[config.mk]
export PLATFORM = sky130hd
export DESIGN_NAME = l2_axi_interface
export DESIGN_NICKNAME = d
export VERILOG_FILES = /design/src/source/axi_pkg.sv /design/src/source/l2_axi_interface.sv
export SDC_FILE = /design/constraint.sdc
export NUM_CORES = 1
export LEC_CHECK = 0
export ABC_CLOCK_PERIOD_IN_PS = 2200
export BUFFER_PORTS_ARGS = -buffer_cell sky130_fd_sc_hd__buf_2
export CAP_MARGIN = 20
export CORE_AREA = 5 5 126 128
export CTS_CLUSTER_DIAMETER = 150
export DETAILED_ROUTE_END_ITERATION = 8
export DIE_AREA = 0 0 131 133
export PLACE_DENSITY = 0.61
export SLEW_MARGIN = 20
export SYNTH_ARGS = -nofsm -noshare
export SYNTH_HDL_FRONTEND = slang
export SYNTH_SLANG_ARGS = --single-unit
[constraint.sdc]
create_clock -name clk -period 2.2 [get_ports clk]
set_input_delay 0.22 -clock clk [delete_from_list [all_inputs] [get_ports clk]]
set_output_delay 0.22 -clock clk [all_outputs]
set_load 0.03 [all_outputs]
[src/source/axi_pkg.sv]
/* axi widths and response codes */

package axi_pkg;

    // bus geometry
    localparam int AXI_ADDR_W  = 32;
    localparam int AXI_DATA_W  = 32;
    localparam int AXI_STRB_W  = AXI_DATA_W / 8;   // one enable per byte lane
    localparam int AXI_LEN_W   = 8;
    localparam int AXI_RESP_W  = 2;

    // axi3 INCR bursts stop at 16 beats
    localparam int AXI_MAX_LEN = 15;

    typedef logic [AXI_ADDR_W-1:0] axi_addr_t;   // byte address
    typedef logic [AXI_DATA_W-1:0] axi_data_t;   // one beat
    typedef logic [AXI_STRB_W-1:0] axi_strb_t;
    typedef logic [AXI_LEN_W-1:0]  axi_len_t;    // beats minus one
    typedef logic [AXI_RESP_W-1:0] axi_resp_t;

    // response codes, ordered so that a larger value is worse
    localparam axi_resp_t RESP_OKAY   = 2'd0;
    localparam axi_resp_t RESP_SLVERR = 2'd2;

endpackage

[src/source/l2_axi_interface.sv]
/* l2 to axi channel bridge */
`timescale 1ns/1ps

module l2_axi_interface (
    input  logic                clk,
    input  logic                rstn,
    // read side of the line port
    input  logic                l2_rvalid,
    input  axi_pkg::axi_addr_t  l2_raddr,
    input  axi_pkg::axi_len_t   l2_rlen,
    output logic                l2_raddrOK,
    output logic                l2_rready,    // marks a valid read beat
    output axi_pkg::axi_data_t  l2_rdata,
    output axi_pkg::axi_resp_t  l2_rresp,
    output logic                l2_rlast,
    // write side of the line port
    input  logic                l2_wvalid,
    input  logic                l2_wwvalid,
    input  axi_pkg::axi_addr_t  l2_waddr,
    input  axi_pkg::axi_len_t   l2_wlen,
    input  axi_pkg::axi_data_t  l2_wdata,
    input  axi_pkg::axi_strb_t  l2_wstrb,
    input  logic                l2_wlast,
    output logic                l2_waddrOK,
    output logic                l2_wready,
    output logic                l2_bvalid,
    input  logic                l2_bready,
    output axi_pkg::axi_resp_t  l2_bresp,
    // AR
    output axi_pkg::axi_addr_t  araddr,
    output axi_pkg::axi_len_t   arlen,
    output logic                arvalid,
    input  logic                arready,
    // R
    input  axi_pkg::axi_data_t  rdata,
    input  axi_pkg::axi_resp_t  rresp,
    input  logic                rvalid,
    input  logic                rlast,
    output logic                rready,
    // AW
    output axi_pkg::axi_addr_t  awaddr,
    output axi_pkg::axi_len_t   awlen,
    output logic                awvalid,
    input  logic                awready,
    // W
    output axi_pkg::axi_data_t  wdata,
    output axi_pkg::axi_strb_t  wstrb,
    output logic                wvalid,
    output logic                wlast,
    input  logic                wready,
    // B
    input  axi_pkg::axi_resp_t  bresp,
    input  logic                bvalid,
    output logic                bready
);
    import axi_pkg::*;

    typedef enum logic [1:0] {RD_IDLE, RD_ADDR, RD_DATA} rd_state_t;
    typedef enum logic [1:0] {WR_IDLE, WR_ADDR, WR_DATA, WR_RESP} wr_state_t;

    rd_state_t rd_state, rd_next;
    wr_state_t wr_state, wr_next;
    axi_addr_t waddr_q;   // address of the burst in flight

    // read channel
    always_ff @(posedge clk) begin
        if (!rstn)
            rd_state <= RD_IDLE;
        else
            rd_state <= rd_next;
    end

    always_comb begin
        rd_next = rd_state;
        case (rd_state)
            RD_IDLE: if (l2_rvalid)         rd_next = RD_ADDR;
            RD_ADDR: if (arvalid && arready) rd_next = RD_DATA;
            RD_DATA: if (rvalid && rlast)    rd_next = RD_IDLE;
            default:                         rd_next = RD_IDLE;
        endcase
    end

    assign l2_rdata = rdata;
    assign l2_rresp = rresp;

    always_comb begin
        araddr     = '0;
        arlen      = '0;
        arvalid    = 1'b0;
        rready     = 1'b0;
        l2_rready  = 1'b0;
        l2_rlast   = 1'b0;
        l2_raddrOK = 1'b0;
        case (rd_state)
            RD_ADDR: begin
                araddr  = l2_raddr;
                arlen   = l2_rlen;
                arvalid = l2_rvalid;
            end
            RD_DATA: begin
                araddr     = l2_raddr;
                rready     = 1'b1;
                l2_rready  = rvalid;
                l2_rlast   = rlast;
                l2_raddrOK = 1'b1;
            end
            default: ;
        endcase
    end

    // write channel
    always_ff @(posedge clk) begin
        if (!rstn)
            wr_state <= WR_IDLE;
        else
            wr_state <= wr_next;
    end

    always_comb begin
        wr_next = wr_state;
        case (wr_state)
            WR_IDLE: if (l2_wvalid)                wr_next = WR_ADDR;
            WR_ADDR: if (awvalid && awready)       wr_next = WR_DATA;
            WR_DATA: if (wvalid && wready && wlast) wr_next = WR_RESP;
            WR_RESP: if (bvalid && bready)         wr_next = WR_IDLE;
            default:                               wr_next = WR_IDLE;
        endcase
    end

    assign awlen    = l2_wlen;
    assign wdata    = l2_wdata;
    assign wstrb    = l2_wstrb;
    assign l2_bresp = bresp;

    always_ff @(posedge clk) begin
        if (awvalid && awready)
            waddr_q <= l2_waddr;
    end

    always_comb begin
        awaddr     = '0;
        awvalid    = 1'b0;
        wvalid     = 1'b0;
        wlast      = 1'b0;
        bready     = 1'b0;
        l2_wready  = 1'b0;
        l2_bvalid  = 1'b0;
        l2_waddrOK = 1'b0;
        case (wr_state)
            WR_ADDR: begin
                awaddr  = l2_waddr;
                awvalid = 1'b1;
            end
            WR_DATA: begin
                awaddr     = waddr_q;
                wvalid     = l2_wwvalid;
                wlast      = l2_wlast;
                l2_wready  = wready;
                l2_waddrOK = 1'b1;
            end
            WR_RESP: begin
                awaddr    = waddr_q;
                bready    = l2_bready;
                l2_bvalid = bvalid;
            end
            default: ;
        endcase
    end

    // address requests stay up and steady until the slave takes them
    assert property (@(posedge clk) disable iff (!rstn)
        (arvalid && !arready) |=> (arvalid && $stable(araddr)))
        else $error("AR request dropped before accept");
    assert property (@(posedge clk) disable iff (!rstn)
        (awvalid && !awready) |=> (awvalid && $stable(awaddr)))
        else $error("AW request dropped before accept");

endmodule

* Word-level counts from Yosys, hierarchy flattened *
Index checks and enable logic that the tools add are counted.

word-level totals
  flip-flop bits (word level) = 36
  bits in latches = 0
  RAM bits = 0
  ROM bits = 0
  input bits = 165
  memories kept = 0

operators by class
  add/subtract/negate cells = 0
  $mul = 0
  div/mod/pow operators = 0
  $lt $le $gt $ge = 0
  equality and inequality tests = 12
  shift-type cells = 0
  muxes and demuxes = 23
  bitwise gates (word level) = 0
  reductions and logical operators = 12

operators by type and width
  cell                number
  $pmux 32 s2         1
  $mux 32             1
  $mux 2              7
  $ne 2x2->1 const B  7
  $mux 1              11
  $mux 8              1
  $pmux 2 s4          1
  $eq 2x2->1 const B  3
  $logic_and 1x1->1   6
  $pmux 2 s3          1
  $eq 2x1->1 const B  2
  $logic_not 2->1     2
  $reduce_and 4->1    1
  $reduce_or 2->1     2
  $reduce_and 3->1    1

* Logic depth before layout (Yosys ltp) *
  word-level depth = 6
  gate-level depth with buffers = 7

* Least setup slack after synthesis *
OpenSTA, ideal clock, no wires.

  kind = reg2reg
  from = register wr_state[1]
  to = register waddr_q[0], enable pin
  setup time = 0.392 ns
  arrival time = 2.017 ns
  slack = -0.209 ns
  stages on the path, launching flop included = 6
  cell sequence = dfxtp_1 inv_1 ha_1 buf_6 clkbuf_1 and2_1

between the ends
  word-level cells in the longest chain between the ends = 3

RTL lines
  what                      RTL line                 source
  start: declaration        l2_axi_interface.sv:62   wr_state_t wr_state, wr_next;
  start signal: assignment  l2_axi_interface.sv:116  wr_state <= wr_next;
  $eq 2x1->1                l2_axi_interface.sv:149  case (wr_state)
  $mux 1                    l2_axi_interface.sv:149
  named net awvalid         l2_axi_interface.sv:43   output logic awvalid,
  $logic_and 1x1->1         l2_axi_interface.sv:136  if (awvalid && awready)
  end signal: assignment    l2_axi_interface.sv:137  waddr_q <= l2_waddr;
  end: declaration          l2_axi_interface.sv:63   axi_addr_t waddr_q;

The timed path passes the listed nets, and every way through them passes these cells.
A chain may end at the register's enable or synchronous reset.

* Worst setup path in the final report *
  from = register wr_state[0]
  to = output port awaddr[29]

between the ends
  word-level cells in the longest chain between the ends = 3
  elaborated cells on any way between the ends = 5

RTL lines
  what                       RTL line                 source
  $eq 2x2->1                 l2_axi_interface.sv:149
  $reduce_or 2->1 (no line)  n/a
  $pmux 32 s2 *              l2_axi_interface.sv:149
  end: declaration           l2_axi_interface.sv:41   output axi_pkg::axi_addr_t awaddr,

Mark *: on every way between the ends. The rest lies on a longest branch, timed or not.

==> impl_metrics.json <==
{
  "drive_gt1_frac": 0.5083,
  "synthCells": 279,
  "p_sw_uw": 2169,
  "gp_congestion": 0.6843,
  "p_seq_frac": 0.218,
  "clkPwrFrac": 0.158,
  "cts-root-buf": "clkbuf_16",
  "slowest_delay_ns": 0.35,
  "die_width_microns": 131,
  "ys_seq_area_frac": 0.3919,
  "grt_pass1_vias": 2262,
  "reg2reg_to": "rd_state[1]",
  "synthArstFlopShare": 0,
  "syn_nets": 453,
  "hold_ws_ns": 0.1263,
  "setup_violations": 0,
  "area_delta_synth_final_pct": 22.14,
  "antenna_found_initial": 0,
  "peakVddDrop_mv": 0.5879,
  "critPathLaunchType": "flop",
  "dr.first_iter.drc_count": 53,
  "tightest_slew_ns": 0.5113,
  "hold_path_end": "waddr_q[22]",
  "yosys.area_share.simple": 0.1865,
  "syn_area_sq_um": 2656,
  "path_class": "flop to output port",
  "synth-adder-area-share": 0.04239,
  "synth.distinct_cells": 22,
  "r2r_slack_ns": 0.64,
  "antenna_cells": 0,
  "dr.pass1.iters": 4,
  "p_leak_uw": 0.001560,
  "status": "finished, final reports clean",
  "cts_tree": "yes",
  "dieArea_sq_um": 17420,
  "numCtsBuffers": 5,
  "ys_top_cells_by_area": "edfxtp_1 (36%), buf_4 (23%), and2_1 (12%)",
  "period_minus_slack_ns": 2.044,
  "min_from": "l2_waddr[22]",
  "die_h_microns": 133,
  "whs_path_depth": 1,
  "htree_num_levels": 2,
  "rows": 45,
  "r2r_cells": 4,
  "vias_per_cell": 3.889,
  "synth_xor_area_frac": 0,
  "portBuffers": 168,
  "synth-main-ff-cell": "edfxtp_1",
  "antenna_left": 0,
  "rsz0062_at_grt": "false",
  "synth_area_per_cell_sq_um": 9.521,
  "clkTransAtPathRegs_ns": 0.06,
  "cpMaxStageDelayCell": "dfxtp_2",
  "worstPathRequired_ns": 1.98,
  "synth_seq_cells": 36,
  "synth_edf_count": 32,
  "crit_fanout": 32,
  "swShare": 0.5058,
  "max_clock_freq_ghz": 0.4892,
  "clk_path_buf_depth": 2,
  "wl_per_cell_microns": 14.04,
  "setup_tns_ns": 0,
  "worst-path-buf-inv": 3,
  "drc": 0,
  "cp_cell_sequence": "inv_1, ha_2, or2_1, buf_6, a22oi_1, nor2_1, buf_2",
  "via_count": 2139,
  "finClkSkew_ns": 0.008587,
  "max_cap_violations": 0,
  "synth.top_cell.area_share": 0.3618,
  "slew_headroom": 0.6591,
  "holdCritPathClass": "input port to flop",
  "worstReg2RegStart": "rd_state[0]",
  "yosys.area.top_type": "edfxtp_1",
  "power.density_nw_per_um2": 1322,
  "cp.arrival_ns": 1.82,
  "core_sq_um": 14750,
  "overflow": 0,
  "pwr-share-comb": 0.623,
  "synth_top_family_by_area": "buffers and inverters",
  "layout_commonest_cell": "buf_2",
  "dp_hpwl_microns": 6147,
  "grt_pass1_wl_microns": 11550,
  "period_share": 0.9292,
  "final_cell_mix": "buf_2 (168), and2_1 (48), a22oi_1 (32), nor2_1 (32), edfxtp_1 (32)",
  "layout.nets": 536,
  "start_util": 0.1801,
  "track_usage": 0.08647,
  "clock-sinks": 36,
  "crit_family": "buffers and inverters",
  "internal_power_uw": 2119,
  "yosys_warnings": 0,
  "grt_max_degree": 33,
  "finalMaxSlewViolations": 0,
  "synth-compound-area-share": 0.1065,
  "io_pins": 329,
  "synth_mux_area_frac": 0.01130,
  "finalHoldViolations": 0,
  "wl_microns": 7721,
  "critPathCaptureType": "output port",
  "clkLatencyLatePin_ns": 0.28
}
cell usage after synthesis (all sizes together) (2+ instances only):
library cell  instances
ha                    9
nor2b                 2
and2                 49
edfxtp               32
clkbuf               11
buf                  85
a22oi                32
dfxtp                 4
mux2i                 3
nand2                 8
nor2                 32
inv                   5
cells by family (layout without fill, tap and decap cells):
family / after synthesis / after routing
muxes: 3 / 3
and+or+nand+nor: 94 / 94
adders and majority gates: 9 / 9
AOI/OAI and AO/OA: 36 / 36
buffers and inverters: 101 / 184
DFF: 36 / 36
area by class of cell:
cell class	count	area, sq um
timing repair buffer	172	887.1
multi-input combinational	142	927.1
sequential	36	1042
clock inverter	1	5.005
clock buffer	6	128.9
inverter	5	18.77
tap	188	235.2
fill	1619	11510
metrics by stage:
step / cell area [sq um] / cells / utilization / setup slack (ns) / power [uW]
after global routing: 3244 / 550 / 0.2199 / 0.005374 / 4602
after CTS: 3238 / 550 / 0.2195 / 0.01376 / 4361
after global placement: 3100 / 543 / 0.2102 / 0.3268 / 3637
final: 3244 / 550 / 0.2199 / 0.1558 / 4288
after detailed placement: 3100 / 543 / 0.2102 / 0.2799 / 3642
after floorplan: 2658 / 279 / - / 0.1165 / 3157
worst max path at each step:
stage | start | endpoint | slack, ns | depth (start not counted)
final | wr_state[0] | awaddr[29] | 0.16 | 7
after floorplan | wr_state[1] | waddr_q[0] | 0.12 | 5
after detailed placement | wr_state[0] | awaddr[29] | 0.28 | 7
after global placement | rd_state[0] | araddr[3] | 0.33 | 4
after global routing | wr_state[0] | awaddr[5] | 0.005 | 7
after CTS | rd_state[0] | araddr[3] | 0.01 | 4
metal layers:
layer,global-route usage,part of all wire
met5,0,0
met4,0.04971,0.036
met3,0.04400,0.12
met2,0.1422,0.49
met1,0.08680,0.35
power by group through the flow:
stage / combinational [uW] / clock (uW) / sequential [uW]
after floorplan: 2220 / 0 / 934
after global placement: 2690 / 0 / 946
after detailed placement: 2700 / 0 / 946
after CTS: 2710 / 715 / 933
after global routing: 2910 / 745 / 949
final: 2670 / 679 / 935
flip-flops by register name, indices dropped and copies added, names as in the netlist:
signal and cells:
rd_state 2, waddr_q 32, wr_state 2
what timing repair did:
action | in CTS | in global routing
hold buffers | 0 | 0
gates resized for setup | 1 | 3
endpoints found under the setup margin | 28 | 64
buffers inserted | 0 | 0
Power figures use the tool's default switching activity.
