## config.mk

```make
export PLATFORM = sky130hd
export DESIGN_NAME = l2_line_port
export DESIGN_NICKNAME = d
export VERILOG_FILES = /design/src/source/axi_pkg.sv /design/src/source/l2_pkg.sv /design/src/source/l2_line_port.sv
export SDC_FILE = /design/constraint.sdc
export NUM_CORES = 1
export LEC_CHECK = 0
export ABC_AREA = 1
export ABC_CLOCK_PERIOD_IN_PS = 15850
export BUFFER_PORTS_ARGS = -buffer_cell sky130_fd_sc_hd__buf_2
export CORE_AREA = 2 2 202 204
export DETAILED_ROUTE_END_ITERATION = 7
export DIE_AREA = 0 0 204 206
export PLACE_DENSITY = 0.59
export SYNTH_ARGS = -nofsm -noshare
export SYNTH_HDL_FRONTEND = slang
export SYNTH_SLANG_ARGS = --single-unit
```

## constraint.sdc

```tcl
create_clock -name clk -period 15.85 [get_ports clk]
set_clock_uncertainty 0.05 [all_clocks]
set_input_delay 3.17 -clock clk [delete_from_list [all_inputs] [get_ports clk]]
set_output_delay 3.17 -clock clk [all_outputs]
set_load 0.01 [all_outputs]
```

## src/source/axi_pkg.sv

```systemverilog
/* axi widths and response codes */

package axi_pkg;

    // bus geometry
    localparam int AXI_ADDR_W  = 32;
    localparam int AXI_DATA_W  = 32;
    localparam int AXI_STRB_W  = AXI_DATA_W / 8;   // one enable per byte lane
    localparam int AXI_LEN_W   = 8;
    localparam int AXI_RESP_W  = 2;

    // axi3 INCR bursts stop at 16 beats
    localparam int AXI_MAX_LEN = 15;

    typedef logic [AXI_ADDR_W-1:0] axi_addr_t;   // byte address
    typedef logic [AXI_DATA_W-1:0] axi_data_t;   // one beat
    typedef logic [AXI_STRB_W-1:0] axi_strb_t;
    typedef logic [AXI_LEN_W-1:0]  axi_len_t;    // beats minus one
    typedef logic [AXI_RESP_W-1:0] axi_resp_t;

    // response codes, ordered so that a larger value is worse
    localparam axi_resp_t RESP_OKAY   = 2'd0;
    localparam axi_resp_t RESP_SLVERR = 2'd2;

endpackage

```

## src/source/l2_pkg.sv

```systemverilog
/* l2 line geometry */

package l2_pkg;

    localparam int LINE_WORDS  = 4;
    localparam int LINE_BEAT_W = $clog2(LINE_WORDS);

    // word k of a line sits at bits 32k upward, strobe group k at 4k upward
    typedef logic [LINE_WORDS*axi_pkg::AXI_DATA_W-1:0] line_data_t;
    typedef logic [LINE_WORDS*axi_pkg::AXI_STRB_W-1:0] line_strb_t;
    typedef logic [LINE_BEAT_W-1:0]                    line_beat_t;

    // backing memory
    localparam int SRAM_WORDS   = 1024;
    localparam int SRAM_IDX_LSB = 2;      // word aligned
    localparam int SRAM_IDX_MSB = SRAM_IDX_LSB + $clog2(SRAM_WORDS) - 1;

    typedef logic [$clog2(SRAM_WORDS)-1:0] sram_idx_t;

endpackage

```

## src/source/l2_line_port.sv

```systemverilog
/* l2 line port */
`timescale 1ns/1ps

module l2_line_port (
    input  logic                clk,
    input  logic                rstn,
    // cache read side
    input  logic                rd_req,
    input  axi_pkg::axi_addr_t  rd_addr,
    input  axi_pkg::axi_len_t   rd_len,
    output logic                rd_done,
    output l2_pkg::line_data_t  rd_line,
    output axi_pkg::axi_resp_t  rd_resp,
    // cache write side
    input  logic                wr_req,
    input  axi_pkg::axi_addr_t  wr_addr,
    input  axi_pkg::axi_len_t   wr_len,
    input  l2_pkg::line_data_t  wr_line,
    input  l2_pkg::line_strb_t  wr_strb,
    output logic                wr_done,
    output axi_pkg::axi_resp_t  wr_resp,
    // read channel toward the interface
    output logic                l2_rvalid,
    output axi_pkg::axi_addr_t  l2_raddr,
    output axi_pkg::axi_len_t   l2_rlen,
    input  logic                l2_raddrOK,
    input  logic                l2_rready,
    input  axi_pkg::axi_data_t  l2_rdata,
    input  axi_pkg::axi_resp_t  l2_rresp,
    input  logic                l2_rlast,
    // write channel toward the interface
    output logic                l2_wvalid,
    output logic                l2_wwvalid,
    output axi_pkg::axi_addr_t  l2_waddr,
    output axi_pkg::axi_len_t   l2_wlen,
    output axi_pkg::axi_data_t  l2_wdata,
    output axi_pkg::axi_strb_t  l2_wstrb,
    output logic                l2_wlast,
    input  logic                l2_waddrOK,
    input  logic                l2_wready,
    input  logic                l2_bvalid,
    output logic                l2_bready,
    input  axi_pkg::axi_resp_t  l2_bresp
);
    import axi_pkg::*;
    import l2_pkg::*;

    logic       rd_busy;
    logic       wr_busy;
    line_beat_t rd_beat;    // slot for the next read beat
    line_beat_t wr_beat;    // word being offered
    line_data_t wr_line_q;
    line_strb_t wr_strb_q;

    wire rd_start = rd_req && !rd_busy;
    wire wr_start = wr_req && !wr_busy;
    wire w_fire   = l2_wwvalid && l2_wready;
    wire b_fire   = l2_bvalid && l2_bready;

    // refill control
    always_ff @(posedge clk) begin
        if (!rstn) begin
            rd_busy   <= 1'b0;
            l2_rvalid <= 1'b0;
            rd_done   <= 1'b0;
            rd_beat   <= '0;
        end else begin
            rd_done <= 1'b0;
            if (rd_start) begin
                rd_busy   <= 1'b1;
                l2_rvalid <= 1'b1;
                rd_beat   <= '0;
            end else begin
                if (l2_raddrOK)
                    l2_rvalid <= 1'b0;   // address has gone out
                if (l2_rready) begin
                    rd_beat <= rd_beat + 1'b1;
                    if (l2_rlast) begin
                        rd_busy <= 1'b0;
                        rd_done <= 1'b1;
                    end
                end
            end
        end
    end

    // refill line assembly with unread slots left at zero
    always_ff @(posedge clk) begin
        if (rd_start) begin
            l2_raddr <= rd_addr;
            l2_rlen  <= rd_len;
            rd_line  <= '0;
            rd_resp  <= RESP_OKAY;
        end else if (l2_rready) begin
            rd_line[rd_beat*AXI_DATA_W +: AXI_DATA_W] <= l2_rdata;
            if (l2_rresp > rd_resp)
                rd_resp <= l2_rresp;   // keep the worst
        end
    end

    // writeback control
    always_ff @(posedge clk) begin
        if (!rstn) begin
            wr_busy    <= 1'b0;
            l2_wvalid  <= 1'b0;
            l2_wwvalid <= 1'b0;
            wr_beat    <= '0;
            wr_done    <= 1'b0;
        end else begin
            wr_done <= 1'b0;
            if (wr_start) begin
                wr_busy    <= 1'b1;
                l2_wvalid  <= 1'b1;
                l2_wwvalid <= 1'b1;
                wr_beat    <= '0;
            end else begin
                if (l2_waddrOK)
                    l2_wvalid <= 1'b0;
                if (w_fire) begin
                    wr_beat <= wr_beat + 1'b1;
                    if (l2_wlast)
                        l2_wwvalid <= 1'b0;   // all beats sent
                end
                if (b_fire) begin
                    wr_busy <= 1'b0;
                    wr_done <= 1'b1;
                end
            end
        end
    end

    always_ff @(posedge clk) begin
        if (wr_start) begin
            l2_waddr  <= wr_addr;
            l2_wlen   <= wr_len;
            wr_line_q <= wr_line;
            wr_strb_q <= wr_strb;
        end
        if (b_fire)
            wr_resp <= l2_bresp;
    end

    // beat k takes word k and strobe group k
    assign l2_wdata  = wr_line_q[wr_beat*AXI_DATA_W +: AXI_DATA_W];
    assign l2_wstrb  = wr_strb_q[wr_beat*AXI_STRB_W +: AXI_STRB_W];
    assign l2_wlast  = (axi_len_t'(wr_beat) == l2_wlen);
    assign l2_bready = 1'b1;   // responses always taken

    // a line never holds more than LINE_WORDS beats
    assert property (@(posedge clk) disable iff (!rstn)
        rd_start |-> (rd_len < LINE_WORDS))
        else $error("read request longer than a line");
    assert property (@(posedge clk) disable iff (!rstn)
        wr_start |-> (wr_len < LINE_WORDS))
        else $error("write request longer than a line");

endmodule

```

# == Yosys cells after proc, flatten, opt, wreduce, memory -nomap -nowiden ==
# Cells that the tools add are included.
# totals
register_bits,367
in_bits,270
elab_cells,62
# op_classes
n_bitwise,2
reduce_logical,18
shift,4
magnitude_cmp,1
mux,15
n_addsub,3
eq_ne,1
# ops
op,n
128-bit bitwise mux,1
"32-bit by 34-bit variable shift with 128-bit output, first input constant",1
128-bit by 8-bit indexed part select with 32-bit output,1
32-bit by 34-bit indexed part select with 128-bit output,1
7-bit negator with 34-bit output,1
16-bit by 5-bit indexed part select with 4-bit output,1
1-bit two-way mux,14
2-bit nonzero test,7
2-bit by 8-bit == test with 1-bit output,1
2-bit AND reduction,3
"2-bit by 1-bit adder with 2-bit output, second input constant",2
2-bit OR reduction,2
1-bit logical AND,3
3-bit OR reduction,1
2-bit > comparator,1
1-bit zero test,2
1-bit NOT,2

# == Logic depth before layout (Yosys ltp) ==
# Gate-level depths: netlist of the first run.
# logic_depth
word_depth,4
mapped_depth,8
depth_no_buf,7

# == Least setup slack after synthesis of the first run ==
# No wires, ideal clock.
# synth_timing
path_kind,input to register
startpoint,in wr_req
endpoint,reg wr_beat[0]
path_slack_ns,3.502
arrival_time_ns,12.170
path_stages,5
path_buffers,0
cell_sequence,inv_1 > nor2_1 > inv_1 > nand2_1 > nor3_1
# synth_via
elab_chain_cells,2
# synth_lines
item,line_no,rtl
from (decl),l2_line_port.sv:15,"input logic wr_req,"
1-bit logical AND,l2_line_port.sv:56,wire wr_start = wr_req && !wr_busy;
net wr_start,l2_line_port.sv:56,
2-bit OR reduction (no source line),--,
to (signal assigned),l2_line_port.sv:120,wr_beat <= wr_beat + 1'b1;
to (decl),l2_line_port.sv:51,line_beat_t wr_beat;
# The timed path passes the listed nets, and every way through them passes these cells.
# A chain may end at the register's enable or synchronous reset.

# == Final worst setup path of the first run ==
# layout_timing
startpoint,reg wr_beat[0]
endpoint,out l2_wlast
# layout_via
elab_chain_cells,1
# layout_lines
item,line_no,rtl
2-bit by 8-bit == test with 1-bit output,l2_line_port.sv:146,assign l2_wlast = (axi_len_t'(wr_beat) == l2_wlen);
to (decl),l2_line_port.sv:38,"output logic l2_wlast,"
# No other way between the ends.

==> flow_summary.html, run 1 <==
<table>
<tr><th>Metric</th><th>Value</th></tr>
<tr><th colspan="2">Outcome</th></tr>
<tr><td>Outcome</td><td>finished, final reports clean</td></tr>
<tr><th colspan="2">Placement</th></tr>
<tr><td>Placement Setup Slack</td><td>9.688 ns</td></tr>
<tr><td>HPWL after DPL</td><td>30,850 um</td></tr>
<tr><td>Number of buffers inserted by port buffering</td><td>523</td></tr>
<tr><td>RD Place Congestion</td><td>0.8195</td></tr>
<tr><td>Cell count after placement</td><td>2,160</td></tr>
<tr><th colspan="2">Worst setup path</th></tr>
<tr><td>Flop-to-flop setup slack</td><td>12.59 ns</td></tr>
<tr><td>Buffer and inverter count on the worst path</td><td>4</td></tr>
<tr><td>Category of the critical setup timing path</td><td>flip-flop to output pin</td></tr>
<tr><td>Startpoint of the worst-slack reg-to-reg timing path</td><td>wr_busy</td></tr>
<tr><td>Worst-path fanout max</td><td>75</td></tr>
<tr><td>Element type at the critical path end</td><td>output pin</td></tr>
<tr><td>Startpoint type of the worst setup path</td><td>flip-flop</td></tr>
<tr><td>Crit-path cells</td><td>buf_4 -&gt; inv_2 -&gt; buf_4 -&gt; nand2_1 -&gt; nand2_1 -&gt; nor4_1 -&gt; buf_2</td></tr>
<tr><td>Delay of the slowest critical-path stage</td><td>0.61 ns</td></tr>
<tr><td>FF-to-FF path depth</td><td>3</td></tr>
<tr><td>Cell with the largest stage delay on the worst path</td><td>buf_4</td></tr>
<tr><td>Required @ worst endpoint</td><td>12.63 ns</td></tr>
<tr><td>Reg-to-Reg End</td><td>l2_waddr[26]</td></tr>
<tr><td>Category of cells accounting for the largest share of critical-path delay</td><td>buffers and inverters</td></tr>
<tr><td>Signal arrival time at the worst endpoint</td><td>2.62 ns</td></tr>
<tr><th colspan="2">Synth</th></tr>
<tr><td>Cells after Synth</td><td>1,166</td></tr>
<tr><td>Synthesized netlist net count</td><td>1,443</td></tr>
<tr><td>Synth cell types</td><td>26</td></tr>
<tr><td>Average cell area after synthesis</td><td>11.43 um^2</td></tr>
<tr><td>Sequential area share after synthesis</td><td>72.09%</td></tr>
<tr><td>Cell Area, Synth</td><td>13,330 um^2</td></tr>
<tr><td>Total number of yosys warnings</td><td>0</td></tr>
<tr><td>Flip-flop and latch count after synthesis</td><td>367</td></tr>
<tr><th colspan="2">Detailed routing</th></tr>
<tr><td>Amount of wire on met2 after detailed routing</td><td>21,560 um</td></tr>
<tr><td>Total detailed-routing wirelength</td><td>43,790 um</td></tr>
<tr><td>Routed vias</td><td>10,820</td></tr>
<tr><td>Highest signal layer in the routed design</td><td>met5</td></tr>
<tr><td>Number of DRC violations after detailed-routing iteration 0</td><td>700</td></tr>
<tr><td>Met3 routed WL</td><td>4539 um</td></tr>
<tr><td>1st-pass router iterations</td><td>6</td></tr>
<tr><td>Vias/cell</td><td>4.820</td></tr>
<tr><td>DRC violations left</td><td>0</td></tr>
<tr><td>Routed metal-1 wirelength</td><td>16,350 um</td></tr>
<tr><td>Routed length per placed instance</td><td>19.52 um</td></tr>
<tr><td>Antenna violation net count after detailed routing</td><td>0</td></tr>
<tr><th colspan="2">Hold path</th></tr>
<tr><td>Hold crit path type</td><td>flip-flop to flip-flop</td></tr>
<tr><td>Cell depth of the worst hold path</td><td>2</td></tr>
<tr><td>Worst min-delay path endpoint</td><td>rd_line[59]</td></tr>
<tr><td>Start point of the worst min-delay path</td><td>rd_line[59]</td></tr>
<tr><th colspan="2">Final layout</th></tr>
<tr><td>Commonest cells after routing, fill and taps aside</td><td>buf_2, nand2_1, edfxtp_1</td></tr>
<tr><td>Area growth, synth to finish</td><td>32.33%</td></tr>
<tr><td>Number of fill cells in the layout</td><td>3,864</td></tr>
<tr><td>Number of cells in the finished layout apart from fillers</td><td>2,244</td></tr>
<tr><td>Final net count</td><td>1,949</td></tr>
<tr><td>Most frequent standard cell in the layout excluding fill and tap cells</td><td>buf_2</td></tr>
<tr><td>Core occupancy in the finished layout</td><td>43.89%</td></tr>
<tr><td>Layout cells sized above 1</td><td>35.88%</td></tr>
<tr><th colspan="2">Clocking</th></tr>
<tr><td>Clock tree from TritonCTS</td><td>yes</td></tr>
<tr><td>CTS max path bufs</td><td>3</td></tr>
<tr><td>Cts repair resizes</td><td>0</td></tr>
<tr><td>Buffers inserted during post-CTS setup optimization</td><td>0</td></tr>
<tr><td>Number of buffers inserted during clock tree synthesis</td><td>42</td></tr>
<tr><td>CTS hold repair buffers</td><td>0</td></tr>
<tr><td>Clock latency at the later pin of the worst-skew pair</td><td>0.55 ns</td></tr>
<tr><td>H-tree levels</td><td>2</td></tr>
<tr><td>Clock root buffer</td><td>clkbuf_16</td></tr>
<tr><td>Clock sink count</td><td>367</td></tr>
<tr><td>Clock Pin Slew Worst Setup and Hold Paths</td><td>0.06 ns</td></tr>
<tr><th colspan="2">Floorplanning</th></tr>
<tr><td>Num rows</td><td>74</td></tr>
<tr><td>Die area</td><td>42,020 um^2</td></tr>
<tr><td>Number of top-level pins</td><td>525</td></tr>
<tr><td>Height of the chip</td><td>206 um</td></tr>
<tr><td>Width of the chip</td><td>204 um</td></tr>
<tr><td>Initial core utilization</td><td>33.17%</td></tr>
<tr><td>Area of the placeable core</td><td>40,180 um^2</td></tr>
<tr><th colspan="2">STA</th></tr>
<tr><td>Share of the cycle needed by the critical path after routing</td><td>36.82%</td></tr>
<tr><td>Final hold violation count</td><td>0</td></tr>
<tr><td>Max frequency</td><td>171.4 MHz</td></tr>
<tr><td>Final worst-path setup slack</td><td>10.01 ns</td></tr>
<tr><td>Max-slew violation count</td><td>0</td></tr>
<tr><td>Count of endpoints failing setup in the final report</td><td>0</td></tr>
<tr><td>Fin crit period</td><td>5.835 ns</td></tr>
<tr><td>Hold Slack</td><td>0.4111 ns</td></tr>
<tr><td>RSZ-0062 raised after global routing</td><td>false</td></tr>
<tr><td>Setup_tns</td><td>0 ns</td></tr>
<tr><td>Slew at the pin closest to its max-slew limit</td><td>1.093 ns</td></tr>
<tr><td>Max-Slew Margin vs Limit</td><td>27.14%</td></tr>
<tr><th colspan="2">GRT</th></tr>
<tr><td>Wire length of the first global-routing pass</td><td>62,420 um</td></tr>
<tr><td>Global-route usage over all layers</td><td>19.65%</td></tr>
<tr><td>Number of antenna violations at the first check in global routing</td><td>20</td></tr>
<tr><td>Largest net degree at the start of global routing</td><td>99</td></tr>
<tr><td>Number of global-route vias before repair</td><td>10,160</td></tr>
<tr><td>Remaining Overflow, GRT</td><td>0</td></tr>
<tr><th colspan="2">Job</th></tr>
<tr><td>MaxCap Viol Count</td><td>0</td></tr>
<tr><th colspan="2">Power and ir drop</th></tr>
<tr><td>Total power density per cell area</td><td>122.6 nW/um^2</td></tr>
<tr><td>Peak supply drop</td><td>62.96 uV</td></tr>
<tr><td>Leak pwr</td><td>7.443 nW</td></tr>
</table>
-- cell families (layout without fill, tap and decap cells) --
| family | after synthesis | count (layout) | share of synthesized area, % |
|---|---|---|---|
| AND/OR/NAND/NOR | 411 | 411 | 12.97 |
| flip-flops | 367 | 367 | 72.09 |
| AO/OA/AOI/OAI | 251 | 251 | 9.763 |
| buffers and inverters | 129 | 666 | 4.487 |
| adder cells (fa/ha/maj) | 7 | 7 | 0.6571 |
| other | 1 | 10 | 0.02813 |
-- state kept, by name, summed over array words and instances, names as in the netlist --
| name | flops |
|---|---|
| l2_raddr | 32 |
| l2_rlen | 8 |
| l2_rvalid | 1 |
| l2_waddr | 32 |
| l2_wlen | 8 |
| l2_wvalid | 1 |
| l2_wwvalid | 1 |
| rd_beat | 2 |
| rd_busy | 1 |
| rd_done | 1 |
| rd_line | 128 |
| rd_resp | 2 |
| wr_beat | 2 |
| wr_busy | 1 |
| wr_done | 1 |
| wr_line_q | 128 |
| wr_resp | 2 |
| wr_strb_q | 16 |
-- how the worst max path moves through the flow --
stage	from	end	slack (ns)	cells past startpoint
after detailed placement	wr_req	l2_waddr[22]	9.69	5
after CTS	wr_beat[0]	l2_wdata[5]	9.94	6
after global routing	wr_beat[0]	l2_wlast	9.86	7
after global placement	wr_req	l2_waddr[10]	9.71	5
final	wr_beat[0]	l2_wlast	10.01	7
after floorplan	wr_req	wr_beat[0]	3.50	5
-- area by class of cell --
class                   instances  area [um^2]  area share [%]
flip-flops and latches        367         9610           54.49
multi-input cells             670         3137           17.78
repair buffers                537         2723           15.44
clock buffers                  57         1149           6.512
well taps                     532        665.6           3.774
inverters                      54        205.2           1.163
clock inverters                18        126.4          0.7165
diodes                          9        22.52          0.1277
-- power by group --
| group | switching, mW | internal [mW] | total (mW) |
|---|---|---|---|
| Sequential | 0.0152 | 1.07 | 1.08 |
| Combinational | 0.113 | 0.0606 | 0.174 |
| Clock | 0.380 | 0.525 | 0.905 |
-- worst reg2reg max path: stages, from the launching register on --
cell     delay [ns]
dfxtp_1        0.37
nor2_4         0.50
buf_4          0.89
buf_4          1.02
-- cells in the mapped netlist --
master / instances / area share (%)
nand2_1: 242 / 6.8
nor2_1: 90 / 2.5
inv_2: 3 / 0.084
nand3_1: 27 / 1.0
edfxtp_1: 226 / 51
or2_2: 1 / 0.047
nor2_4: 3 / 0.25
conb_1: 1 / 0.028
buf_6: 6 / 0.51
clkbuf_2: 2 / 0.075
ha_1: 7 / 0.66
nor3_4: 1 / 0.12
buf_4: 8 / 0.45
nand2_2: 4 / 0.19
nor4_1: 1 / 0.047
nor3_1: 2 / 0.075
a21oi_1: 139 / 5.2
o21ai_0: 76 / 2.9
inv_4: 1 / 0.047
nand4_1: 38 / 1.8
nor2_2: 2 / 0.094
inv_1: 50 / 1.4
clkbuf_1: 32 / 0.90
dfxtp_1: 141 / 21
buf_2: 27 / 1.0
o22ai_1: 36 / 1.7
-- metrics by stage --
step                power [mW]  area (um^2)
finish                   2.162        17640
global route             2.240        17630
CTS                      2.188        17620
detailed placement       1.278        16340
global placement         1.274        16340
floorplan                1.192        13330
-- routing by layer --
layer | up-vias | global-route usage, %
met1 | 5126 | 22.81
li1 | 5082 | -
met4 | 18 | 6.444
met5 | - | 0
met2 | 492 | 33.65
met3 | 98 | 7.237
(Power assumes the default switching activity.)
==> inputs of run 2 (changes only) <==
--- a/config.mk
+++ b/config.mk
@@ -5,8 +5,8 @@
 export SDC_FILE = /design/constraint.sdc
 export NUM_CORES = 1
 export LEC_CHECK = 0
-export ABC_AREA = 1
-export ABC_CLOCK_PERIOD_IN_PS = 15850
+export ABC_AREA = 0
+export ABC_CLOCK_PERIOD_IN_PS = 4950
 export BUFFER_PORTS_ARGS = -buffer_cell sky130_fd_sc_hd__buf_2
 export CORE_AREA = 2 2 202 204
 export DETAILED_ROUTE_END_ITERATION = 7
==> constraint.sdc (replaced) <==
create_clock -name clk -period 4.95 [get_ports clk]
set_clock_uncertainty 0.05 [all_clocks]
set_input_delay 0.99 -clock clk [delete_from_list [all_inputs] [get_ports clk]]
set_output_delay 0.99 -clock clk [all_outputs]
set_load 0.01 [all_outputs]
==> flow_summary.html, run 2 <==
<table>
<tr><th>Metric</th><th>Value</th></tr>
<tr><th colspan="2">Power and ir drop</th></tr>
<tr><td>Peak supply drop</td><td>251.0 uV (+300%)</td></tr>
<tr><td>Total power density per cell area</td><td>411.5 nW/um^2 (+240%)</td></tr>
<tr><td>Leak pwr</td><td>7.121 nW (-4.3%)</td></tr>
<tr><th colspan="2">Worst setup path</th></tr>
<tr><td>Signal arrival time at the worst endpoint</td><td>2.55 ns (-0.07 ns)</td></tr>
<tr><td>Category of the critical setup timing path</td><td>flip-flop to output pin</td></tr>
<tr><td>Startpoint type of the worst setup path</td><td>flip-flop</td></tr>
<tr><td>Required @ worst endpoint</td><td>3.91 ns (-8.72 ns)</td></tr>
<tr><td>FF-to-FF path depth</td><td>7 (+4)</td></tr>
<tr><td>Flop-to-flop setup slack</td><td>2.18 ns (-10.41 ns)</td></tr>
<tr><td>Worst-path fanout max</td><td>22 (-71%)</td></tr>
<tr><td>Reg-to-Reg End</td><td>rd_line[76]</td></tr>
<tr><td>Startpoint of the worst-slack reg-to-reg timing path</td><td>rd_beat[0]</td></tr>
<tr><td>Element type at the critical path end</td><td>output pin</td></tr>
<tr><th colspan="2">Detailed routing</th></tr>
<tr><td>Vias/cell</td><td>4.711 (-2.3%)</td></tr>
<tr><td>Routed vias</td><td>8,782 (-19%)</td></tr>
<tr><td>Antenna violation net count after detailed routing</td><td>0 (unchanged)</td></tr>
<tr><td>DRC violations left</td><td>0 (unchanged)</td></tr>
<tr><td>1st-pass router iterations</td><td>5 (-1)</td></tr>
<tr><td>Total detailed-routing wirelength</td><td>36,500 um (-17%)</td></tr>
<tr><td>Number of DRC violations after detailed-routing iteration 0</td><td>513 (-27%)</td></tr>
<tr><td>Routed length per placed instance</td><td>19.58 um (+0.33%)</td></tr>
<tr><th colspan="2">STA</th></tr>
<tr><td>RSZ-0062 raised after global routing</td><td>false</td></tr>
<tr><td>Max-Slew Margin vs Limit</td><td>23.81% (-3.3 points)</td></tr>
<tr><td>Slew at the pin closest to its max-slew limit</td><td>1.139 ns (+0.04623 ns)</td></tr>
<tr><td>Setup_tns</td><td>0 ns (unchanged)</td></tr>
<tr><td>Count of endpoints failing setup in the final report</td><td>0 (unchanged)</td></tr>
<tr><td>Share of the cycle needed by the critical path after routing</td><td>72.50%</td></tr>
<tr><td>Max frequency</td><td>278.6 MHz</td></tr>
<tr><td>Fin crit period</td><td>3.589 ns</td></tr>
<tr><td>Final hold violation count</td><td>0 (unchanged)</td></tr>
<tr><td>Max-slew violation count</td><td>0 (unchanged)</td></tr>
<tr><td>Final worst-path setup slack</td><td>1.361 ns (-8.654 ns)</td></tr>
<tr><th colspan="2">Clocking</th></tr>
<tr><td>Cts repair resizes</td><td>0 (unchanged)</td></tr>
<tr><td>Clock latency at the later pin of the worst-skew pair</td><td>0.56 ns (about the same)</td></tr>
<tr><td>CTS max path bufs</td><td>3 (unchanged)</td></tr>
<tr><td>Clock sink count</td><td>367 (unchanged)</td></tr>
<tr><td>CTS hold repair buffers</td><td>0 (unchanged)</td></tr>
<tr><td>Clock root buffer</td><td>clkbuf_16</td></tr>
<tr><td>H-tree levels</td><td>2 (unchanged)</td></tr>
<tr><td>Buffers inserted during post-CTS setup optimization</td><td>0 (unchanged)</td></tr>
<tr><td>Clock Pin Slew Worst Setup and Hold Paths</td><td>0.06 ns (about the same)</td></tr>
<tr><td>Clock tree from TritonCTS</td><td>yes</td></tr>
<tr><td>Number of buffers inserted during clock tree synthesis</td><td>41 (-2.4%)</td></tr>
<tr><th colspan="2">Synth</th></tr>
<tr><td>Average cell area after synthesis</td><td>16.52 um^2 (+44%)</td></tr>
<tr><td>Cell with the most instances after synthesis</td><td>edfxtp_1</td></tr>
<tr><td>Fraction of post-synthesis cell area in the top cell type by area</td><td>53.64% (+2.7 points)</td></tr>
<tr><td>Most instantiated cells after synthesis</td><td>edfxtp_1, dfxtp_1, a22oi_1</td></tr>
<tr><td>Biggest area contributors in the synthesized netlist</td><td>edfxtp_1, dfxtp_1, a22oi_1, mux4_2, nor2_1</td></tr>
<tr><td>Library cell with the largest summed area after synthesis</td><td>edfxtp_1</td></tr>
<tr><td>Cell Area, Synth</td><td>12,650 um^2 (-5.1%)</td></tr>
<tr><td>Dominant synthesized flop cell</td><td>edfxtp_1</td></tr>
<tr><td>Synth cell types</td><td>42 (+62%)</td></tr>
<tr><td>Flip-flop and latch count after synthesis</td><td>367 (unchanged)</td></tr>
<tr><td>Async S/R FF share, synth</td><td>0% (unchanged)</td></tr>
<tr><td>Total number of yosys warnings</td><td>0 (unchanged)</td></tr>
<tr><td>Number of enable flip-flop cells after synthesis</td><td>226 (unchanged)</td></tr>
<tr><td>Synthesized netlist net count</td><td>1,043 (-28%)</td></tr>
<tr><td>Cells after Synth</td><td>766 (-34%)</td></tr>
<tr><td>Sequential area share after synthesis</td><td>75.96% (+3.9 points)</td></tr>
<tr><th colspan="2">GRT</th></tr>
<tr><td>Largest net degree at the start of global routing</td><td>151 (+53%)</td></tr>
<tr><td>Number of global-route vias before repair</td><td>8,784 (-14%)</td></tr>
<tr><td>Number of antenna violations at the first check in global routing</td><td>8 (-60%)</td></tr>
<tr><td>Wire length of the first global-routing pass</td><td>52,940 um (-15%)</td></tr>
<tr><td>Remaining Overflow, GRT</td><td>0 (unchanged)</td></tr>
<tr><td>Global-route usage over all layers</td><td>16.49% (-3.2 points)</td></tr>
<tr><th colspan="2">Hold path</th></tr>
<tr><td>Hold crit path type</td><td>flip-flop to flip-flop</td></tr>
<tr><td>Worst min-delay path endpoint</td><td>rd_line[103]</td></tr>
<tr><td>Cell depth of the worst hold path</td><td>1 (-1)</td></tr>
<tr><td>Start point of the worst min-delay path</td><td>rd_line[103]</td></tr>
<tr><th colspan="2">Final layout</th></tr>
<tr><td>Footprint of the multi-input gates</td><td>2745 um^2 (-12%)</td></tr>
<tr><td>Area of all placed cells without fillers</td><td>17,180 um^2 (-2.6%)</td></tr>
<tr><td>Area growth, synth to finish</td><td>35.76%</td></tr>
<tr><td>Final net count</td><td>1,576 (-19%)</td></tr>
<tr><td>Number of fill cells in the layout</td><td>3,776 (-2.3%)</td></tr>
<tr><td>Layout cells sized above 1</td><td>49.29% (+13 points)</td></tr>
<tr><td>Commonest cells after routing, fill and taps aside</td><td>buf_2, edfxtp_1, dfxtp_1</td></tr>
<tr><td>Area of all sequential standard cells</td><td>9612 um^2 (about the same)</td></tr>
<tr><td>Largest registers</td><td>rd_line: 128 flops, wr_line_q: 128 flops</td></tr>
<tr><td>Most frequent standard cell in the layout excluding fill and tap cells</td><td>buf_2</td></tr>
<tr><th colspan="2">Floorplanning</th></tr>
<tr><td>Width of the chip</td><td>204 um (unchanged)</td></tr>
<tr><td>Height of the chip</td><td>206 um (unchanged)</td></tr>
<tr><td>Number of top-level pins</td><td>525 (unchanged)</td></tr>
<tr><td>Die area</td><td>42,020 um^2 (unchanged)</td></tr>
<tr><td>Initial core utilization</td><td>31.48% (-1.7 points)</td></tr>
<tr><td>Area of the placeable core</td><td>40,180 um^2 (unchanged)</td></tr>
<tr><td>Num rows</td><td>74 (unchanged)</td></tr>
<tr><th colspan="2">Outcome</th></tr>
<tr><td>Outcome</td><td>finished, final reports clean</td></tr>
<tr><th colspan="2">Placement</th></tr>
<tr><td>Number of buffers inserted by port buffering</td><td>523 (unchanged)</td></tr>
<tr><td>Placement Setup Slack</td><td>1.838 ns (-7.850 ns)</td></tr>
<tr><td>Area post-placement</td><td>15,780 um^2 (-3.4%)</td></tr>
<tr><td>HPWL after DPL</td><td>26,480 um (-14%)</td></tr>
<tr><td>RD Place Congestion</td><td>0.7992 (-2.5%)</td></tr>
<tr><th colspan="2">Job</th></tr>
<tr><td>MaxCap Viol Count</td><td>0 (unchanged)</td></tr>
</table>
run 2: how the worst max path moves through the flow:
stage,start,endpoint,slack [ns],depth (start not counted)
after CTS,wr_beat[0],l2_wdata[31],1.25,3
after global placement,wr_beat[0],l2_wdata[5],1.85,3
after detailed placement,wr_beat[0],l2_wdata[31],1.84,3
after global routing,wr_beat[0],l2_wdata[31],1.15,3
after floorplan,wr_req,l2_waddr[0],0.59,2
final,wr_beat[0],l2_wdata[18],1.36,3
run 2: per-layer routing:
| layer | part of all wire [%] | track usage, % |
|---|---|---|
| met1 | 39 | 20.27 |
| met2 | 48 | 26.93 |
| met3 | 11 | 5.960 |
| met4 | 2.1 | 5.564 |
| met5 | 0.16 | 0 |
run 2: area by class of cell:
cell class,instances,area share [%]
antenna,3,0.04371
sequential,367,55.96
inverter,6,0.1676
tap,532,3.876
clock inverter,14,0.9179
clock buffer,59,7.139
timing repair buffer,535,15.91
multi-input combinational,348,15.98
run 2: kinds of logic after synthesis:
kind of cell | synth area share (%)
adder cells (fa/ha/maj) | 0.6923
multiplexers | 6.567
AO/OA/AOI/OAI | 8.179
XOR/XNOR | 0.3462
other | 0.02964
AND/OR/NAND/NOR | 5.885
buffers and inverters | 2.344
flip-flops | 75.96
run 2: stage by stage:
step	hold WS (ns)	std cells	power [mW]	utilization, %
finish	0.4269	1864	7.068	42.74
global route	0.4433	1862	7.321	42.73
CTS	0.4333	1861	7.162	42.72
detailed placement	0.4171	1788	4.064	39.28
global placement	0.3938	1788	4.051	39.28
floorplan	0.4198	766	3.780	-
run 2: critical path: stages (launching register included):
cell,delay [ns]
dfxtp_2,0.72
buf_4,0.53
mux4_2,0.57
buf_2,0.15
run 2: power breakdown:
part	internal, mW	switching, mW	leakage (nW)
Sequential	3.42	0.0572	3.31
Combinational	0.217	0.298	3.14
Clock	1.88	1.20	0.676
Total	5.52	1.55	7.12
==> inputs of run 3 (changes only) <==
--- a/config.mk
+++ b/config.mk
@@ -6,7 +6,7 @@
 export NUM_CORES = 1
 export LEC_CHECK = 0
 export ABC_AREA = 0
-export ABC_CLOCK_PERIOD_IN_PS = 4950
+export ABC_CLOCK_PERIOD_IN_PS = 3190
 export BUFFER_PORTS_ARGS = -buffer_cell sky130_fd_sc_hd__buf_2
 export CORE_AREA = 2 2 202 204
 export DETAILED_ROUTE_END_ITERATION = 7
==> constraint.sdc (replaced) <==
create_clock -name clk -period 3.19 [get_ports clk]
set_clock_uncertainty 0.05 [all_clocks]
set_input_delay 0.638 -clock clk [delete_from_list [all_inputs] [get_ports clk]]
set_output_delay 0.638 -clock clk [all_outputs]
set_load 0.01 [all_outputs]
==> flow_summary.html, run 3 (synthesis gave the netlist of run 2 again) <==
<table>
<tr><th>Metric</th><th>Value</th></tr>
<tr><th colspan="2">STA</th></tr>
<tr><td>Count of endpoints failing setup in the final report</td><td>0 (unchanged)</td></tr>
<tr><td>Fin crit period</td><td>2.927 ns</td></tr>
<tr><td>Max frequency</td><td>341.6 MHz</td></tr>
<tr><td>Max-slew violation count</td><td>0 (unchanged)</td></tr>
<tr><td>Slew at the pin closest to its max-slew limit</td><td>0.9974 ns (-0.1417 ns)</td></tr>
<tr><td>Final hold violation count</td><td>0 (unchanged)</td></tr>
<tr><td>RSZ-0062 raised after global routing</td><td>false</td></tr>
<tr><td>Share of the cycle needed by the critical path after routing</td><td>91.77%</td></tr>
<tr><td>Max-Slew Margin vs Limit</td><td>33.50% (+9.7 points)</td></tr>
<tr><td>Setup_tns</td><td>0 ns (unchanged)</td></tr>
<tr><th colspan="2">Placement</th></tr>
<tr><td>RD Place Congestion</td><td>0.7887 (-1.3%)</td></tr>
<tr><td>HPWL after DPL</td><td>26,380 um (-0.40%)</td></tr>
<tr><td>Number of buffers inserted by port buffering</td><td>523 (unchanged)</td></tr>
<tr><th colspan="2">Detailed routing</th></tr>
<tr><td>1st-pass router iterations</td><td>5 (unchanged)</td></tr>
<tr><td>Routed length per placed instance</td><td>19.56 um (about the same)</td></tr>
<tr><td>Routed vias</td><td>8,808 (+0.30%)</td></tr>
<tr><td>DRC violations left</td><td>0 (unchanged)</td></tr>
<tr><td>Antenna violation net count after detailed routing</td><td>0 (unchanged)</td></tr>
<tr><td>Vias/cell</td><td>4.703 (-0.19%)</td></tr>
<tr><td>Number of DRC violations after detailed-routing iteration 0</td><td>478 (-6.8%)</td></tr>
<tr><td>Total detailed-routing wirelength</td><td>36,650 um (+0.41%)</td></tr>
<tr><th colspan="2">Worst setup path</th></tr>
<tr><td>Category of the critical setup timing path</td><td>flip-flop to output pin</td></tr>
<tr><td>Capture point of the critical path</td><td>l2_wlast</td></tr>
<tr><td>Reg-to-Reg End</td><td>rd_line[48]</td></tr>
<tr><td>Worst-path fanout max</td><td>2 (-91%)</td></tr>
<tr><td>Element type at the critical path end</td><td>output pin</td></tr>
<tr><td>Cell with the largest stage delay on the worst path</td><td>or4_1</td></tr>
<tr><td>Crit-path cells</td><td>or4_1 -&gt; nor4_1 -&gt; buf_2</td></tr>
<tr><td>Launching instance or port of the critical path</td><td>l2_wlen[2]</td></tr>
<tr><td>FF-to-FF path depth</td><td>6 (-1)</td></tr>
<tr><td>Flop-to-flop setup slack</td><td>0.70 ns (-1.48 ns)</td></tr>
<tr><td>Startpoint of the worst-slack reg-to-reg timing path</td><td>rd_beat[0]</td></tr>
<tr><td>Delay of the slowest critical-path stage</td><td>0.59 ns (-0.13 ns)</td></tr>
<tr><td>Signal arrival time at the worst endpoint</td><td>2.24 ns (-0.31 ns)</td></tr>
<tr><td>Required @ worst endpoint</td><td>2.50 ns (-1.41 ns)</td></tr>
<tr><td>Startpoint type of the worst setup path</td><td>flip-flop</td></tr>
<tr><th colspan="2">Power and ir drop</th></tr>
<tr><td>Switching Fraction</td><td>22.38% (+0.42 points)</td></tr>
<tr><td>Portion of total power attributed to sequential cells</td><td>50.5% (+1.3 points)</td></tr>
<tr><td>Clock network power share</td><td>41.8% (-1.7 points)</td></tr>
<tr><td>Switching power total</td><td>2.390 mW (+54%)</td></tr>
<tr><td>Peak supply drop</td><td>388.9 uV (+55%)</td></tr>
<tr><td>Power consumption</td><td>10.68 mW (+51%)</td></tr>
<tr><td>Leak pwr</td><td>7.128 nW (+0.10%)</td></tr>
<tr><td>Power Internal</td><td>8.290 mW (+50%)</td></tr>
<tr><td>Total power density per cell area</td><td>621.3 nW/um^2 (+51%)</td></tr>
<tr><td>Combinational fraction of design power</td><td>7.7% (+0.4 points)</td></tr>
<tr><th colspan="2">Final layout</th></tr>
<tr><td>Commonest cells after routing, fill and taps aside</td><td>buf_2, edfxtp_1, dfxtp_1</td></tr>
<tr><td>Largest registers</td><td>rd_line: 128 flops, wr_line_q: 128 flops</td></tr>
<tr><td>Area of all sequential standard cells</td><td>9612 um^2 (unchanged)</td></tr>
<tr><td>Footprint of the multi-input gates</td><td>2753 um^2 (+0.27%)</td></tr>
<tr><td>Area growth, synth to finish</td><td>35.89% (about the same)</td></tr>
<tr><td>Core occupancy in the finished layout</td><td>42.78% (about the same)</td></tr>
<tr><td>Layout cells sized above 1</td><td>49.33% (about the same)</td></tr>
<tr><td>Final net count</td><td>1,584 (+0.51%)</td></tr>
<tr><td>Most frequent standard cell in the layout excluding fill and tap cells</td><td>buf_2</td></tr>
<tr><td>Number of fill cells in the layout</td><td>3,764 (-0.32%)</td></tr>
<tr><th colspan="2">Floorplanning</th></tr>
<tr><td>Die area</td><td>42,020 um^2 (unchanged)</td></tr>
<tr><td>Initial core utilization</td><td>31.48% (unchanged)</td></tr>
<tr><td>Num rows</td><td>74 (unchanged)</td></tr>
<tr><td>Number of top-level pins</td><td>525 (unchanged)</td></tr>
<tr><td>Area of the placeable core</td><td>40,180 um^2 (unchanged)</td></tr>
<tr><td>Width of the chip</td><td>204 um (unchanged)</td></tr>
<tr><td>Height of the chip</td><td>206 um (unchanged)</td></tr>
<tr><th colspan="2">Clocking</th></tr>
<tr><td>H-tree levels</td><td>2 (unchanged)</td></tr>
<tr><td>Clock latency at the later pin of the worst-skew pair</td><td>0.54 ns (-0.02 ns)</td></tr>
<tr><td>CTS max path bufs</td><td>3 (unchanged)</td></tr>
<tr><td>Clock Pin Slew Worst Setup and Hold Paths</td><td>0.06 ns (about the same)</td></tr>
<tr><td>Clock sink count</td><td>367 (unchanged)</td></tr>
<tr><td>Buffers inserted during post-CTS setup optimization</td><td>0 (unchanged)</td></tr>
<tr><td>Clock tree from TritonCTS</td><td>yes</td></tr>
<tr><td>CTS hold repair buffers</td><td>0 (unchanged)</td></tr>
<tr><td>Clock root buffer</td><td>clkbuf_16</td></tr>
<tr><td>Number of buffers inserted during clock tree synthesis</td><td>41 (unchanged)</td></tr>
<tr><td>Cts repair resizes</td><td>0 (unchanged)</td></tr>
<tr><th colspan="2">GRT</th></tr>
<tr><td>Global-route usage over all layers</td><td>16.32% (-0.17 points)</td></tr>
<tr><td>Wire length of the first global-routing pass</td><td>52,180 um (-1.4%)</td></tr>
<tr><td>Largest net degree at the start of global routing</td><td>186 (+23%)</td></tr>
<tr><td>Remaining Overflow, GRT</td><td>0 (unchanged)</td></tr>
<tr><td>Number of antenna violations at the first check in global routing</td><td>12 (+4)</td></tr>
<tr><td>Number of global-route vias before repair</td><td>8,695 (-1.0%)</td></tr>
<tr><th colspan="2">Job</th></tr>
<tr><td>MaxCap Viol Count</td><td>0 (unchanged)</td></tr>
<tr><th colspan="2">Hold path</th></tr>
<tr><td>Hold crit path type</td><td>primary input to flip-flop</td></tr>
<tr><td>Start point of the worst min-delay path</td><td>rd_len[5]</td></tr>
<tr><th colspan="2">Outcome</th></tr>
<tr><td>Outcome</td><td>finished, final reports clean</td></tr>
</table>
run 3: metal layers:
metal  global-route usage, %  wire length (um)
met2                   27.14             17900
met1                   19.35             14040
met4                   4.218               546
met5                       0                98
met3                   7.143              4067
run 3: how the worst min path moves through the flow:
stage                    end  slack (ns)  cells after the start
5_1_grt        wr_line_q[87]        0.18                      1
6_report          l2_rlen[5]        0.22                      1
4_1_cts           l2_rlen[5]        0.18                      1
3_3_place_gp    rd_line[103]        0.40                      1
2_1_floorplan        rd_busy        0.42                      2
3_5_place_dp    rd_line[111]        0.40                      1
run 3: power groups by stage:
stage          Combinational [mW]  Sequential, mW  Clock, mW
2_1_floorplan               0.328            5.54          0
3_3_place_gp                0.820            5.48          0
3_5_place_dp                0.832            5.49          0
4_1_cts                     0.834            5.39       4.61
5_1_grt                     0.898            5.41       4.78
6_report                    0.821            5.39       4.47
run 3: critical path, delay by kind of cell (launching register included):
family	cells	cell delay, ns
buf+inv	1	0.23
flops	1	0.40
simple gates	2	1.08
run 3: per-stage QoR:
stage	instances	instance area, um^2	worst slack, ns	hold slack, ns
detailed placement	1796	15910	0.6558	0.4001
CTS	1868	17180	0.2245	0.1763
floorplan	766	12660	-0.7007	0.4198
global route	1871	17190	0.1454	0.1797
global placement	1796	15910	0.7730	0.3973
finish	1873	17190	0.2625	0.2207
run 3: layout make-up:
class / count / share of cell area (%)
timing repair buffer: 543 / 16.61
clock buffer: 55 / 6.521
multi-input combinational: 348 / 16.01
antenna: 5 / 0.07278
clock inverter: 17 / 0.8370
sequential: 367 / 55.91
inverter: 6 / 0.1674
tap: 532 / 3.872
